$ cat config.mk
export PLATFORM = sky130hd
export DESIGN_NAME = transmit_top
export DESIGN_NICKNAME = d
export VERILOG_FILES = /design/src/common/tx_pkg.sv /design/src/awg/awg_player.sv /design/src/rtl/channel_mux.sv /design/src/rtl/dac_prescaler.sv /design/src/rtl/ramp_gen.sv /design/src/rtl/transmit_top.sv /design/src/rtl/trigger_manager.sv /design/src/rtl/tx_config.sv
export SDC_FILE = /design/constraint.sdc
export NUM_CORES = 2
export LEC_CHECK = 0
export BUFFER_PORTS_ARGS = -buffer_cell sky130_fd_sc_hd__clkbuf_2
export CORE_MARGIN = 8
export CORE_UTILIZATION = 50
export DETAILED_ROUTE_END_ITERATION = 12
export PLACE_DENSITY_LB_ADDON = 0.25
export SLEW_MARGIN = 20
export SYNTH_ARGS = -nofsm -noshare
export SYNTH_HDL_FRONTEND = slang
export SYNTH_SLANG_ARGS = --single-unit
$ cat constraint.sdc
create_clock -name ps_clk -period 12.65 [get_ports ps_clk]
set_clock_uncertainty 0.1 [all_clocks]
set_input_delay 3.1625 -clock ps_clk [delete_from_list [all_inputs] [get_ports ps_clk]]
set_output_delay 3.1625 -clock ps_clk [all_outputs]
set_load 0.1 [all_outputs]
$ cat src/common/tx_pkg.sv
/*
  shared widths, opcodes and config structs for the two-channel transmit chain
  all samples are 16-bit two's complement, one per channel per ps_clk cycle
*/
package tx_pkg;

  localparam int CHANNELS      = 2;
  localparam int CHAN_BITS     = $clog2(CHANNELS);
  localparam int SAMPLE_WIDTH  = 16;
  localparam int PHASE_BITS    = 32;
  localparam int SCALE_WIDTH   = 18;
  localparam int SCALE_FRAC    = 16;
  localparam int OFFSET_WIDTH  = 14;
  localparam int PROD_WIDTH    = SAMPLE_WIDTH + SCALE_WIDTH;
  localparam int SCALED_WIDTH  = PROD_WIDTH - SCALE_FRAC;
  localparam int AWG_DEPTH     = 64;
  localparam int AWG_ADDR_BITS = 6;
  localparam int FRAME_BITS    = AWG_ADDR_BITS + 1;
  localparam int BURST_BITS    = 8;
  localparam int SOURCES       = 3 * CHANNELS;
  localparam int SEL_BITS      = 3;
  localparam int TRIG_BITS     = 2 * CHANNELS;
  // matches channel_mux plus the two prescaler stages
  localparam int TRIG_DELAY    = 3;

  typedef enum logic [2:0] {
    CFG_MUX_SEL      = 3'd0,
    CFG_SCALE_OFFSET = 3'd1,
    CFG_PHASE_INC    = 3'd2,
    CFG_TRIGGER      = 3'd3,
    CFG_AWG_WRITE    = 3'd4,
    CFG_AWG_FRAME    = 3'd5,
    CFG_AWG_START    = 3'd6,
    CFG_AWG_STOP     = 3'd7
  } cfg_op_e;

  typedef enum logic {
    AWG_IDLE = 1'b0,
    AWG_PLAY = 1'b1
  } awg_state_e;

  typedef logic signed [SAMPLE_WIDTH-1:0] sample_t;
  typedef sample_t [CHANNELS-1:0] chan_samples_t;
  typedef logic [CHANNELS-1:0] chan_flags_t;

  // scale is Q2.16, unity is 18'h10000
  typedef struct packed {
    logic signed [SCALE_WIDTH-1:0]  scale;
    logic signed [OFFSET_WIDTH-1:0] offset;
  } scale_offset_t;

  typedef struct packed {
    logic [CHANNELS-1:0][SEL_BITS-1:0]   mux_sel;
    scale_offset_t [CHANNELS-1:0]        scale_offset;
    logic [CHANNELS-1:0][PHASE_BITS-1:0] phase_inc;
    // awg frame triggers low, triangle wraps high
    logic [TRIG_BITS-1:0]                trig_mask;
    logic [CHANNELS-1:0][FRAME_BITS-1:0] frame_depth;
    logic [CHANNELS-1:0][BURST_BITS-1:0] burst_count;
  } tx_cfg_t;

  typedef struct packed {
    logic                     valid;
    logic [CHAN_BITS-1:0]     chan;
    logic [AWG_ADDR_BITS-1:0] addr;
    sample_t                  sample;
  } awg_wr_t;

endpackage

$ cat src/awg/awg_player.sv
/*
  frame depth is read live during playback, burst count is latched at start
  depth 0 or burst 0 plays nothing, depths above 64 wrap like 64
*/
module awg_player (
  input  logic                  ps_clk,
  input  logic                  rst_n_i,
  input  tx_pkg::tx_cfg_t       cfg_i,
  input  tx_pkg::awg_wr_t       awg_wr_i,
  input  logic                  start_i,
  input  logic                  stop_i,
  output tx_pkg::chan_samples_t samples_o,
  output tx_pkg::chan_flags_t   frame_trig_o
);

  tx_pkg::sample_t mem [tx_pkg::CHANNELS][tx_pkg::AWG_DEPTH];

  tx_pkg::awg_state_e [tx_pkg::CHANNELS-1:0]                state_q;
  logic [tx_pkg::CHANNELS-1:0][tx_pkg::AWG_ADDR_BITS-1:0] addr_q;
  logic [tx_pkg::CHANNELS-1:0][tx_pkg::BURST_BITS-1:0]    burst_q;
  tx_pkg::chan_flags_t                                    last_addr;

  // sample memory, one per channel
  always_ff @(posedge ps_clk) begin
    if (awg_wr_i.valid) begin
      mem[awg_wr_i.chan][awg_wr_i.addr] <= awg_wr_i.sample;
    end
  end

  always_comb begin
    for (int c = 0; c < tx_pkg::CHANNELS; c++) begin
      last_addr[c] = ((tx_pkg::FRAME_BITS'(addr_q[c]) + 1'b1) >= cfg_i.frame_depth[c])
                     || (&addr_q[c]);
    end
  end

  always_ff @(posedge ps_clk or negedge rst_n_i) begin
    if (!rst_n_i) begin
      for (int c = 0; c < tx_pkg::CHANNELS; c++) begin
        state_q[c]      <= tx_pkg::AWG_IDLE;
        addr_q[c]       <= '0;
        burst_q[c]      <= '0;
        samples_o[c]    <= '0;
        frame_trig_o[c] <= 1'b0;
      end
    end else begin
      for (int c = 0; c < tx_pkg::CHANNELS; c++) begin
        // output follows the state held before this edge
        if (state_q[c] == tx_pkg::AWG_PLAY) begin
          samples_o[c]    <= mem[c][addr_q[c]];
          frame_trig_o[c] <= (addr_q[c] == '0);
        end else begin
          samples_o[c]    <= '0;
          frame_trig_o[c] <= 1'b0;
        end

        if (stop_i) begin
          state_q[c] <= tx_pkg::AWG_IDLE;
        end else if (start_i) begin
          addr_q[c]  <= '0;
          burst_q[c] <= cfg_i.burst_count[c];
          if ((cfg_i.burst_count[c] != '0) && (cfg_i.frame_depth[c] != '0)) begin
            state_q[c] <= tx_pkg::AWG_PLAY;
          end else begin
            state_q[c] <= tx_pkg::AWG_IDLE;
          end
        end else if (state_q[c] == tx_pkg::AWG_PLAY) begin
          if (last_addr[c]) begin
            addr_q[c]  <= '0;
            burst_q[c] <= burst_q[c] - 1'b1;
            // last frame of the burst
            if (burst_q[c] == tx_pkg::BURST_BITS'(1)) begin
              state_q[c] <= tx_pkg::AWG_IDLE;
            end
          end else begin
            addr_q[c] <= addr_q[c] + 1'b1;
          end
        end
      end
    end
  end

endmodule

$ cat src/rtl/channel_mux.sv
/*
  select 0-1 awg, 2-3 sawtooth, 4-5 triangle, 6-7 give zero
  adds one register stage
*/
module channel_mux (
  input  logic                  ps_clk,
  input  logic                  rst_n_i,
  input  tx_pkg::tx_cfg_t       cfg_i,
  input  tx_pkg::chan_samples_t awg_i,
  input  tx_pkg::chan_samples_t saw_i,
  input  tx_pkg::chan_samples_t tri_i,
  output tx_pkg::chan_samples_t samples_o
);

  tx_pkg::sample_t [tx_pkg::SOURCES-1:0] src;

  // index order matches the select encoding
  assign src = {tri_i, saw_i, awg_i};

  always_ff @(posedge ps_clk or negedge rst_n_i) begin
    if (!rst_n_i) begin
      samples_o <= '0;
    end else begin
      for (int c = 0; c < tx_pkg::CHANNELS; c++) begin
        if (cfg_i.mux_sel[c] < tx_pkg::SOURCES) begin
          samples_o[c] <= src[cfg_i.mux_sel[c]];
        end else begin
          samples_o[c] <= '0;
        end
      end
    end
  end

endmodule

$ cat src/rtl/dac_prescaler.sv
/*
  out = sat16(((sample * scale) >>> 16) + (offset << 2)), two register stages
  scale and offset are taken live from the config, not pipelined with the data
*/
module dac_prescaler (
  input  logic                  ps_clk,
  input  logic                  rst_n_i,
  input  tx_pkg::tx_cfg_t       cfg_i,
  input  tx_pkg::chan_samples_t samples_i,
  output tx_pkg::chan_samples_t samples_o
);

  logic signed [tx_pkg::PROD_WIDTH-1:0]   product  [tx_pkg::CHANNELS];
  logic signed [tx_pkg::SCALED_WIDTH-1:0] scaled_q [tx_pkg::CHANNELS];
  logic signed [tx_pkg::SCALED_WIDTH:0]   sum      [tx_pkg::CHANNELS];
  tx_pkg::chan_flags_t                    in_range;

  always_comb begin
    for (int c = 0; c < tx_pkg::CHANNELS; c++) begin
      product[c] = $signed(samples_i[c]) * $signed(cfg_i.scale_offset[c].scale);
      sum[c]     = scaled_q[c] + ($signed(cfg_i.scale_offset[c].offset) <<< 2);
      // bits above the sample msb must all match the sign
      in_range[c] = (&sum[c][tx_pkg::SCALED_WIDTH:tx_pkg::SAMPLE_WIDTH-1])
                    || (~|sum[c][tx_pkg::SCALED_WIDTH:tx_pkg::SAMPLE_WIDTH-1]);
    end
  end

  always_ff @(posedge ps_clk or negedge rst_n_i) begin
    if (!rst_n_i) begin
      for (int c = 0; c < tx_pkg::CHANNELS; c++) begin
        scaled_q[c] <= '0;
      end
      samples_o <= '0;
    end else begin
      for (int c = 0; c < tx_pkg::CHANNELS; c++) begin
        // top bits of the product, same as an arithmetic shift by 16
        scaled_q[c] <= product[c][tx_pkg::PROD_WIDTH-1:tx_pkg::SCALE_FRAC];
        if (in_range[c]) begin
          samples_o[c] <= sum[c][tx_pkg::SAMPLE_WIDTH-1:0];
        end else if (sum[c][tx_pkg::SCALED_WIDTH]) begin
          samples_o[c] <= {1'b1, {(tx_pkg::SAMPLE_WIDTH-1){1'b0}}};
        end else begin
          samples_o[c] <= {1'b0, {(tx_pkg::SAMPLE_WIDTH-1){1'b1}}};
        end
      end
    end
  end

endmodule

$ cat src/rtl/ramp_gen.sv
/*
  one 32-bit phase accumulator per channel feeds both sawtooth and triangle
  a phase-clear pulse zeroes the accumulator on the following edge
*/
module ramp_gen (
  input  logic                  ps_clk,
  input  logic                  rst_n_i,
  input  tx_pkg::tx_cfg_t       cfg_i,
  input  tx_pkg::chan_flags_t   phase_clr_i,
  output tx_pkg::chan_samples_t saw_o,
  output tx_pkg::chan_samples_t tri_o,
  output tx_pkg::chan_flags_t   wrap_o
);

  logic [tx_pkg::CHANNELS-1:0][tx_pkg::PHASE_BITS-1:0] phase_q;
  logic [tx_pkg::CHANNELS-1:0][tx_pkg::PHASE_BITS-1:0] phase_d;
  tx_pkg::chan_flags_t                                 carry;

  // fold the phase below the msb, then flip the top bit for two's complement
  function automatic tx_pkg::sample_t tri_of(input logic [tx_pkg::PHASE_BITS-1:0] ph);
    logic [tx_pkg::SAMPLE_WIDTH-1:0] folded;
    folded = ph[tx_pkg::PHASE_BITS-2 -: tx_pkg::SAMPLE_WIDTH]
             ^ {tx_pkg::SAMPLE_WIDTH{ph[tx_pkg::PHASE_BITS-1]}};
    return {~folded[tx_pkg::SAMPLE_WIDTH-1], folded[tx_pkg::SAMPLE_WIDTH-2:0]};
  endfunction

  always_comb begin
    for (int c = 0; c < tx_pkg::CHANNELS; c++) begin
      if (phase_clr_i[c]) begin
        {carry[c], phase_d[c]} = '0;
      end else begin
        {carry[c], phase_d[c]} = {1'b0, phase_q[c]} + {1'b0, cfg_i.phase_inc[c]};
      end
    end
  end

  always_ff @(posedge ps_clk or negedge rst_n_i) begin
    if (!rst_n_i) begin
      phase_q <= '0;
      saw_o   <= '0;
      tri_o   <= '0;
      wrap_o  <= '0;
    end else begin
      for (int c = 0; c < tx_pkg::CHANNELS; c++) begin
        phase_q[c] <= phase_d[c];
        saw_o[c]   <= phase_d[c][tx_pkg::PHASE_BITS-1 -: tx_pkg::SAMPLE_WIDTH];
        tri_o[c]   <= tri_of(phase_d[c]);
        // high while the wrapped phase is held
        wrap_o[c]  <= carry[c];
      end
    end
  end

endmodule

$ cat src/rtl/transmit_top.sv
/*
  single clock, no back-pressure, one output word per cycle
  source to dac_data_o latency is 3 cycles, start write to first sample 5
*/
module transmit_top (
  input  logic                         ps_clk,
  input  logic                         rst_n_i,
  input  logic                         cfg_we_i,
  input  tx_pkg::cfg_op_e              cfg_op_i,
  input  logic [tx_pkg::CHAN_BITS-1:0] cfg_chan_i,
  input  logic [31:0]                  cfg_data_i,
  output tx_pkg::chan_samples_t        dac_data_o,
  output logic                         dac_trigger_o
);

  tx_pkg::tx_cfg_t       cfg;
  tx_pkg::awg_wr_t       awg_wr;
  logic                  awg_start;
  logic                  awg_stop;
  tx_pkg::chan_flags_t   phase_clr;
  tx_pkg::chan_samples_t awg_samples;
  tx_pkg::chan_flags_t   awg_trig;
  tx_pkg::chan_samples_t saw_samples;
  tx_pkg::chan_samples_t tri_samples;
  tx_pkg::chan_flags_t   wrap_trig;
  tx_pkg::chan_samples_t mux_samples;

  tx_config tx_config_i (
    .ps_clk      (ps_clk),
    .rst_n_i     (rst_n_i),
    .cfg_we_i    (cfg_we_i),
    .cfg_op_i    (cfg_op_i),
    .cfg_chan_i  (cfg_chan_i),
    .cfg_data_i  (cfg_data_i),
    .cfg_o       (cfg),
    .awg_wr_o    (awg_wr),
    .awg_start_o (awg_start),
    .awg_stop_o  (awg_stop),
    .phase_clr_o (phase_clr)
  );

  awg_player awg_player_i (
    .ps_clk       (ps_clk),
    .rst_n_i      (rst_n_i),
    .cfg_i        (cfg),
    .awg_wr_i     (awg_wr),
    .start_i      (awg_start),
    .stop_i       (awg_stop),
    .samples_o    (awg_samples),
    .frame_trig_o (awg_trig)
  );

  ramp_gen ramp_gen_i (
    .ps_clk      (ps_clk),
    .rst_n_i     (rst_n_i),
    .cfg_i       (cfg),
    .phase_clr_i (phase_clr),
    .saw_o       (saw_samples),
    .tri_o       (tri_samples),
    .wrap_o      (wrap_trig)
  );

  channel_mux channel_mux_i (
    .ps_clk    (ps_clk),
    .rst_n_i   (rst_n_i),
    .cfg_i     (cfg),
    .awg_i     (awg_samples),
    .saw_i     (saw_samples),
    .tri_i     (tri_samples),
    .samples_o (mux_samples)
  );

  dac_prescaler dac_prescaler_i (
    .ps_clk    (ps_clk),
    .rst_n_i   (rst_n_i),
    .cfg_i     (cfg),
    .samples_i (mux_samples),
    .samples_o (dac_data_o)
  );

  trigger_manager trigger_manager_i (
    .ps_clk     (ps_clk),
    .rst_n_i    (rst_n_i),
    .cfg_i      (cfg),
    .awg_trig_i (awg_trig),
    .wrap_i     (wrap_trig),
    .trig_o     (dac_trigger_o)
  );

endmodule

$ cat src/rtl/trigger_manager.sv
/*
  mask bits 1:0 select awg frame triggers, bits 3:2 triangle wraps
  output is delayed to line up with dac_data_o
*/
module trigger_manager (
  input  logic                ps_clk,
  input  logic                rst_n_i,
  input  tx_pkg::tx_cfg_t     cfg_i,
  input  tx_pkg::chan_flags_t awg_trig_i,
  input  tx_pkg::chan_flags_t wrap_i,
  output logic                trig_o
);

  logic [tx_pkg::TRIG_DELAY-1:0] trig_pipe_q;
  logic                          trig_now;

  assign trig_now = |({wrap_i, awg_trig_i} & cfg_i.trig_mask);

  always_ff @(posedge ps_clk or negedge rst_n_i) begin
    if (!rst_n_i) begin
      trig_pipe_q <= '0;
    end else begin
      trig_pipe_q <= {trig_pipe_q[tx_pkg::TRIG_DELAY-2:0], trig_now};
    end
  end

  assign trig_o = trig_pipe_q[tx_pkg::TRIG_DELAY-1];

endmodule

$ cat src/rtl/tx_config.sv
/*
  every strobe on cfg_we_i is accepted, there is no ready or read-back
  start and stop act on all channels, the other opcodes on cfg_chan_i only
*/
module tx_config (
  input  logic                        ps_clk,
  input  logic                        rst_n_i,
  input  logic                        cfg_we_i,
  input  tx_pkg::cfg_op_e             cfg_op_i,
  input  logic [tx_pkg::CHAN_BITS-1:0] cfg_chan_i,
  input  logic [31:0]                 cfg_data_i,
  output tx_pkg::tx_cfg_t             cfg_o,
  output tx_pkg::awg_wr_t             awg_wr_o,
  output logic                        awg_start_o,
  output logic                        awg_stop_o,
  output tx_pkg::chan_flags_t         phase_clr_o
);

  tx_pkg::tx_cfg_t cfg_q;

  always_ff @(posedge ps_clk or negedge rst_n_i) begin
    if (!rst_n_i) begin
      cfg_q       <= '0;
      awg_wr_o    <= '0;
      awg_start_o <= 1'b0;
      awg_stop_o  <= 1'b0;
      phase_clr_o <= '0;
    end else begin
      // pulses last a single cycle
      awg_wr_o.valid <= 1'b0;
      awg_start_o    <= 1'b0;
      awg_stop_o     <= 1'b0;
      phase_clr_o    <= '0;
      if (cfg_we_i) begin
        case (cfg_op_i)
          tx_pkg::CFG_MUX_SEL: begin
            cfg_q.mux_sel[cfg_chan_i] <= cfg_data_i[tx_pkg::SEL_BITS-1:0];
          end
          tx_pkg::CFG_SCALE_OFFSET: begin
            cfg_q.scale_offset[cfg_chan_i] <= tx_pkg::scale_offset_t'(cfg_data_i);
          end
          tx_pkg::CFG_PHASE_INC: begin
            cfg_q.phase_inc[cfg_chan_i] <= cfg_data_i;
            phase_clr_o[cfg_chan_i]     <= 1'b1;
          end
          tx_pkg::CFG_TRIGGER: begin
            cfg_q.trig_mask <= cfg_data_i[tx_pkg::TRIG_BITS-1:0];
          end
          tx_pkg::CFG_AWG_WRITE: begin
            awg_wr_o.valid  <= 1'b1;
            awg_wr_o.chan   <= cfg_chan_i;
            awg_wr_o.addr   <= cfg_data_i[16 +: tx_pkg::AWG_ADDR_BITS];
            awg_wr_o.sample <= cfg_data_i[tx_pkg::SAMPLE_WIDTH-1:0];
          end
          tx_pkg::CFG_AWG_FRAME: begin
            cfg_q.frame_depth[cfg_chan_i] <= cfg_data_i[tx_pkg::FRAME_BITS-1:0];
            cfg_q.burst_count[cfg_chan_i] <= cfg_data_i[8 +: tx_pkg::BURST_BITS];
          end
          tx_pkg::CFG_AWG_START: begin
            awg_start_o <= 1'b1;
          end
          tx_pkg::CFG_AWG_STOP: begin
            awg_stop_o <= 1'b1;
          end
          default: begin
            awg_stop_o <= 1'b0;
          end
        endcase
      end
    end
  end

  assign cfg_o = cfg_q;

endmodule

==> summary.md <==
| Metric | Value |
|---|---|
| Worst-Margin Slew | 1170 ps |
| Pin count of the biggest net entering global routing | 147 |
| First-pass GRT wire length | 438000 um |
| Synthesis-to-finish area growth | 11.2% |
| WL final | 293000 um |
| Worst EP required | 13360 ps |
| Avg Cell Area, Syn | 16.7 um^2 |
| Relative slew slack | 22.1% |
| Vias per cell | 5.90 |
| CTS clk-pin slew, worst paths | 60 ps |
| Nets | 8367 |
| Hold_buf cts | 0 |
| Fin Setup TNS | 0 ps |
| Vias | 63963 |
| CTS Buf Count | 281 |
| Worst-Skew Late Latency | 910 ps |
| Resized cells post-CTS | 0 |
| Met3 Use GR | 3.87% |
| Met2 usage | 37.3% |
| Detailed-router iteration count before antenna repair | 5 |
| Clock tree buffer depth | 4 |
| Hold depth | 0 |
| Final core occ | 55.9% |
| Internal reg-to-reg setup slack | 5470 ps |
| Arr. time, crit path | 7890 ps |
| Routability cong. | 0.862 |
| Max stage delay cell, worst path | dfrtp_1 |
| #FFs+latches synth | 2509 |
| Synth unique cells | 82 |
| Fraction of layout cells with a size suffix above 1 | 20.6% |
| Clk sinks | 2509 |
| Global Route Usage Sum | 22.8% |
| ANT nets after route | 0 |
| Initial Util | 50.2% |
| Die area | 0.257 mm^2 |
| Ys flop type | edfxtp_1 |
| TritonCTS clock tree | done |
| Net count after synthesis | 8141 |
| CP Launch Type | flip-flop |
| RSZ-0062 raised after global routing | false |
| GRT busiest layer | met2 |
| Die width | 507 um |
| Hold Path Origin | trigger_manager_i.trig_pipe_q[1] |
| Worst Hold Path EP | trigger_manager_i.trig_pipe_q[2] |
| Worst setup path class | reg2reg |
| 1st-iter DRT viols | 6375 |
| Crit path max fanout | 17 |
| YS warnings | 0 |
| Max Clock Freq | 139 MHz |
| Ys async rst share | 18.4% |
| Nature of the critical path endpoint | flip-flop |
| EDFF count, synth | 2048 |
| Core box area | 0.240 mm^2 |
| PortBufs | 71 |
| FF-to-FF path depth | 20 |
| Post-synthesis sequential area ratio | 60.5% |
| Drt drc | 0 |
| Gate count of the mapped netlist | 7236 |
| Root Buffer | clkbuf_16 |
| HPWL Detailed | 188000 um |
| Max-slew violation count | 0 |
| Initial antenna violation count | 32 |
| Status | complete, no violations |
| R2r endpoint | dac_prescaler_i.scaled_q[35] |
| Wire per inst | 27.0 um |
| Hold Vio Cnt, Final | 0 |
| Met1 usage | 32.0% |
| Critical R2R Launch | channel_mux_i.samples_o[1] |
| Hold Crit Class | reg2reg |
| Die Span Y | 507 um |
| Final period util | 56.8% |
| I/O pin count | 72 |
| Cell row count | 180 |
| # Post-CTS Setup Buffers | 0 |
| Critical path's largest stage delay | 790 ps |
| Synthesized area | 0.121 mm^2 |
| Crit-path cells | nand2_1 -> fa_1 -> fa_1 -> fa_1 -> fa_1 -> inv_1 -> fa_1 -> inv_1 -> fa_1 -> inv_1 -> ha_1 -> or3_1 -> a221oi_1 -> o211ai_1 -> a21oi_1 -> o21bai_1 -> a21oi_1 -> a31oi_1 -> a311oi_1 -> xnor2_1 |
| Min cycle time layout | 7180 ps |
| Max Cap Viol | 0 |
| CTS H-tree depth | 5 |
| Crit-path most repeated cell | fa_1 |
| Gr ovfl total | 0 |
| Vias in the first global route | 66531 |
| Setup violators final | 0 |
-- per-stage QoR --
stage          area, um^2  hold slack, ps  std cells  worst slack (ps)
6_report           134000             249      10849              5470
3_5_place_dp       125000             236      10358              5420
5_1_grt            134000             259      10838              5090
4_1_cts            134000             248      10827              5380
2_1_floorplan      121000             231       7236              6410
3_3_place_gp       125000             240      10358              5510
-- cells by family after synthesis --
| kind of cell | synth area share [%] |
|---|---|
| flip-flops | 60.5 |
| AND/OR/NAND/NOR | 5.18 |
| buffers and inverters | 3.29 |
| multiplexers | 14.8 |
| adder cells (fa/ha/maj) | 12.6 |
| AO/OA/AOI/OAI | 2.39 |
| XOR/XNOR | 1.24 |
-- synthesized netlist by cell type (58+ instances only) --
master,number,area [um^2]
fa_1,582,11700
xnor2_1,86,753
o21ai_0,78,390
edfxtp_1,2048,61500
a21o_1,58,435
and2_1,295,1850
ha_1,284,3550
a21oi_1,117,586
dfrtp_1,461,11500
nand2_1,480,1800
inv_1,714,2680
nor2_1,318,1190
xor2_1,82,718
mux4_2,704,15900
mux2_2,151,1700
clkbuf_1,235,882
-- area by class of cell --
class                           count  area (um^2)
Inverter                          715         2680
Clock inverter                    125         1150
Multi-Input combinational cell   3690        43800
Clock buffer                      344         7520
Antenna cell                       16         40.0
Timing Repair Buffer              265         2000
Tap cell                         3185         3990
Sequential cell                  2509        73100
Fill cell                       18257       106000
-- metal layers --
metal / wire (um) / vias up
met4: 8630 / 8
li1: - / 27017
met2: 143000 / 2472
met5: 55 / -
met1: 120000 / 34005
met3: 21600 / 461
-- worst max-delay path: cells and delay by family, from the launching register on --
| kind | cells | cell delay (ps) |
|---|---|---|
| adder cells (fa/ha/maj) | 7 | 3240 |
| AO/OA/AOI/OAI | 7 | 2110 |
| flip-flops | 1 | 790 |
| AND/OR/NAND/NOR | 2 | 530 |
| XOR/XNOR | 1 | 150 |
| buffers and inverters | 3 | 140 |
-- state kept, by name (all words and copies together) (netlist names), 12 cells and up --
name                       flops
channel_mux_i.samples_o       32
awg_player_i.samples_o        32
dac_prescaler_i.scaled_q      36
ramp_gen_i.tri_o              32
tx_config_i.awg_wr_o          24
tx_config_i.cfg_o            168
dac_prescaler_i.samples_o     32
awg_player_i.burst_q          16
ramp_gen_i.phase_q            34
awg_player_i.addr_q           12
ramp_gen_i.saw_o              30
awg_player_i.mem            2048
-- cells in the final DEF (no fill, tap or decap), types with 284 or more instances in the layout --
cell type  count
nor2_1       304
dfrtp_1      435
edfxtp_1    2048
nand2_1      479
and2_1       295
clkbuf_16    289
ha_1         284
inv_1        714
mux4_2       704
fa_1         582
-- worst max-delay path by stage --
stage | start | to | depth (start not counted)
2_1_floorplan | channel_mux_i.samples_o[7] | dac_prescaler_i.scaled_q[35] | 24
6_report | channel_mux_i.samples_o[1] | dac_prescaler_i.scaled_q[35] | 20
4_1_cts | channel_mux_i.samples_o[1] | dac_prescaler_i.scaled_q[35] | 20
5_1_grt | channel_mux_i.samples_o[7] | dac_prescaler_i.scaled_q[35] | 22
3_3_place_gp | channel_mux_i.samples_o[7] | dac_prescaler_i.scaled_q[35] | 22
3_5_place_dp | channel_mux_i.samples_o[1] | dac_prescaler_i.scaled_q[35] | 20
Power is left out: the tool's default activity adds up to more than one toggle a clock period on the data nets, which glitch-free logic cannot reach.
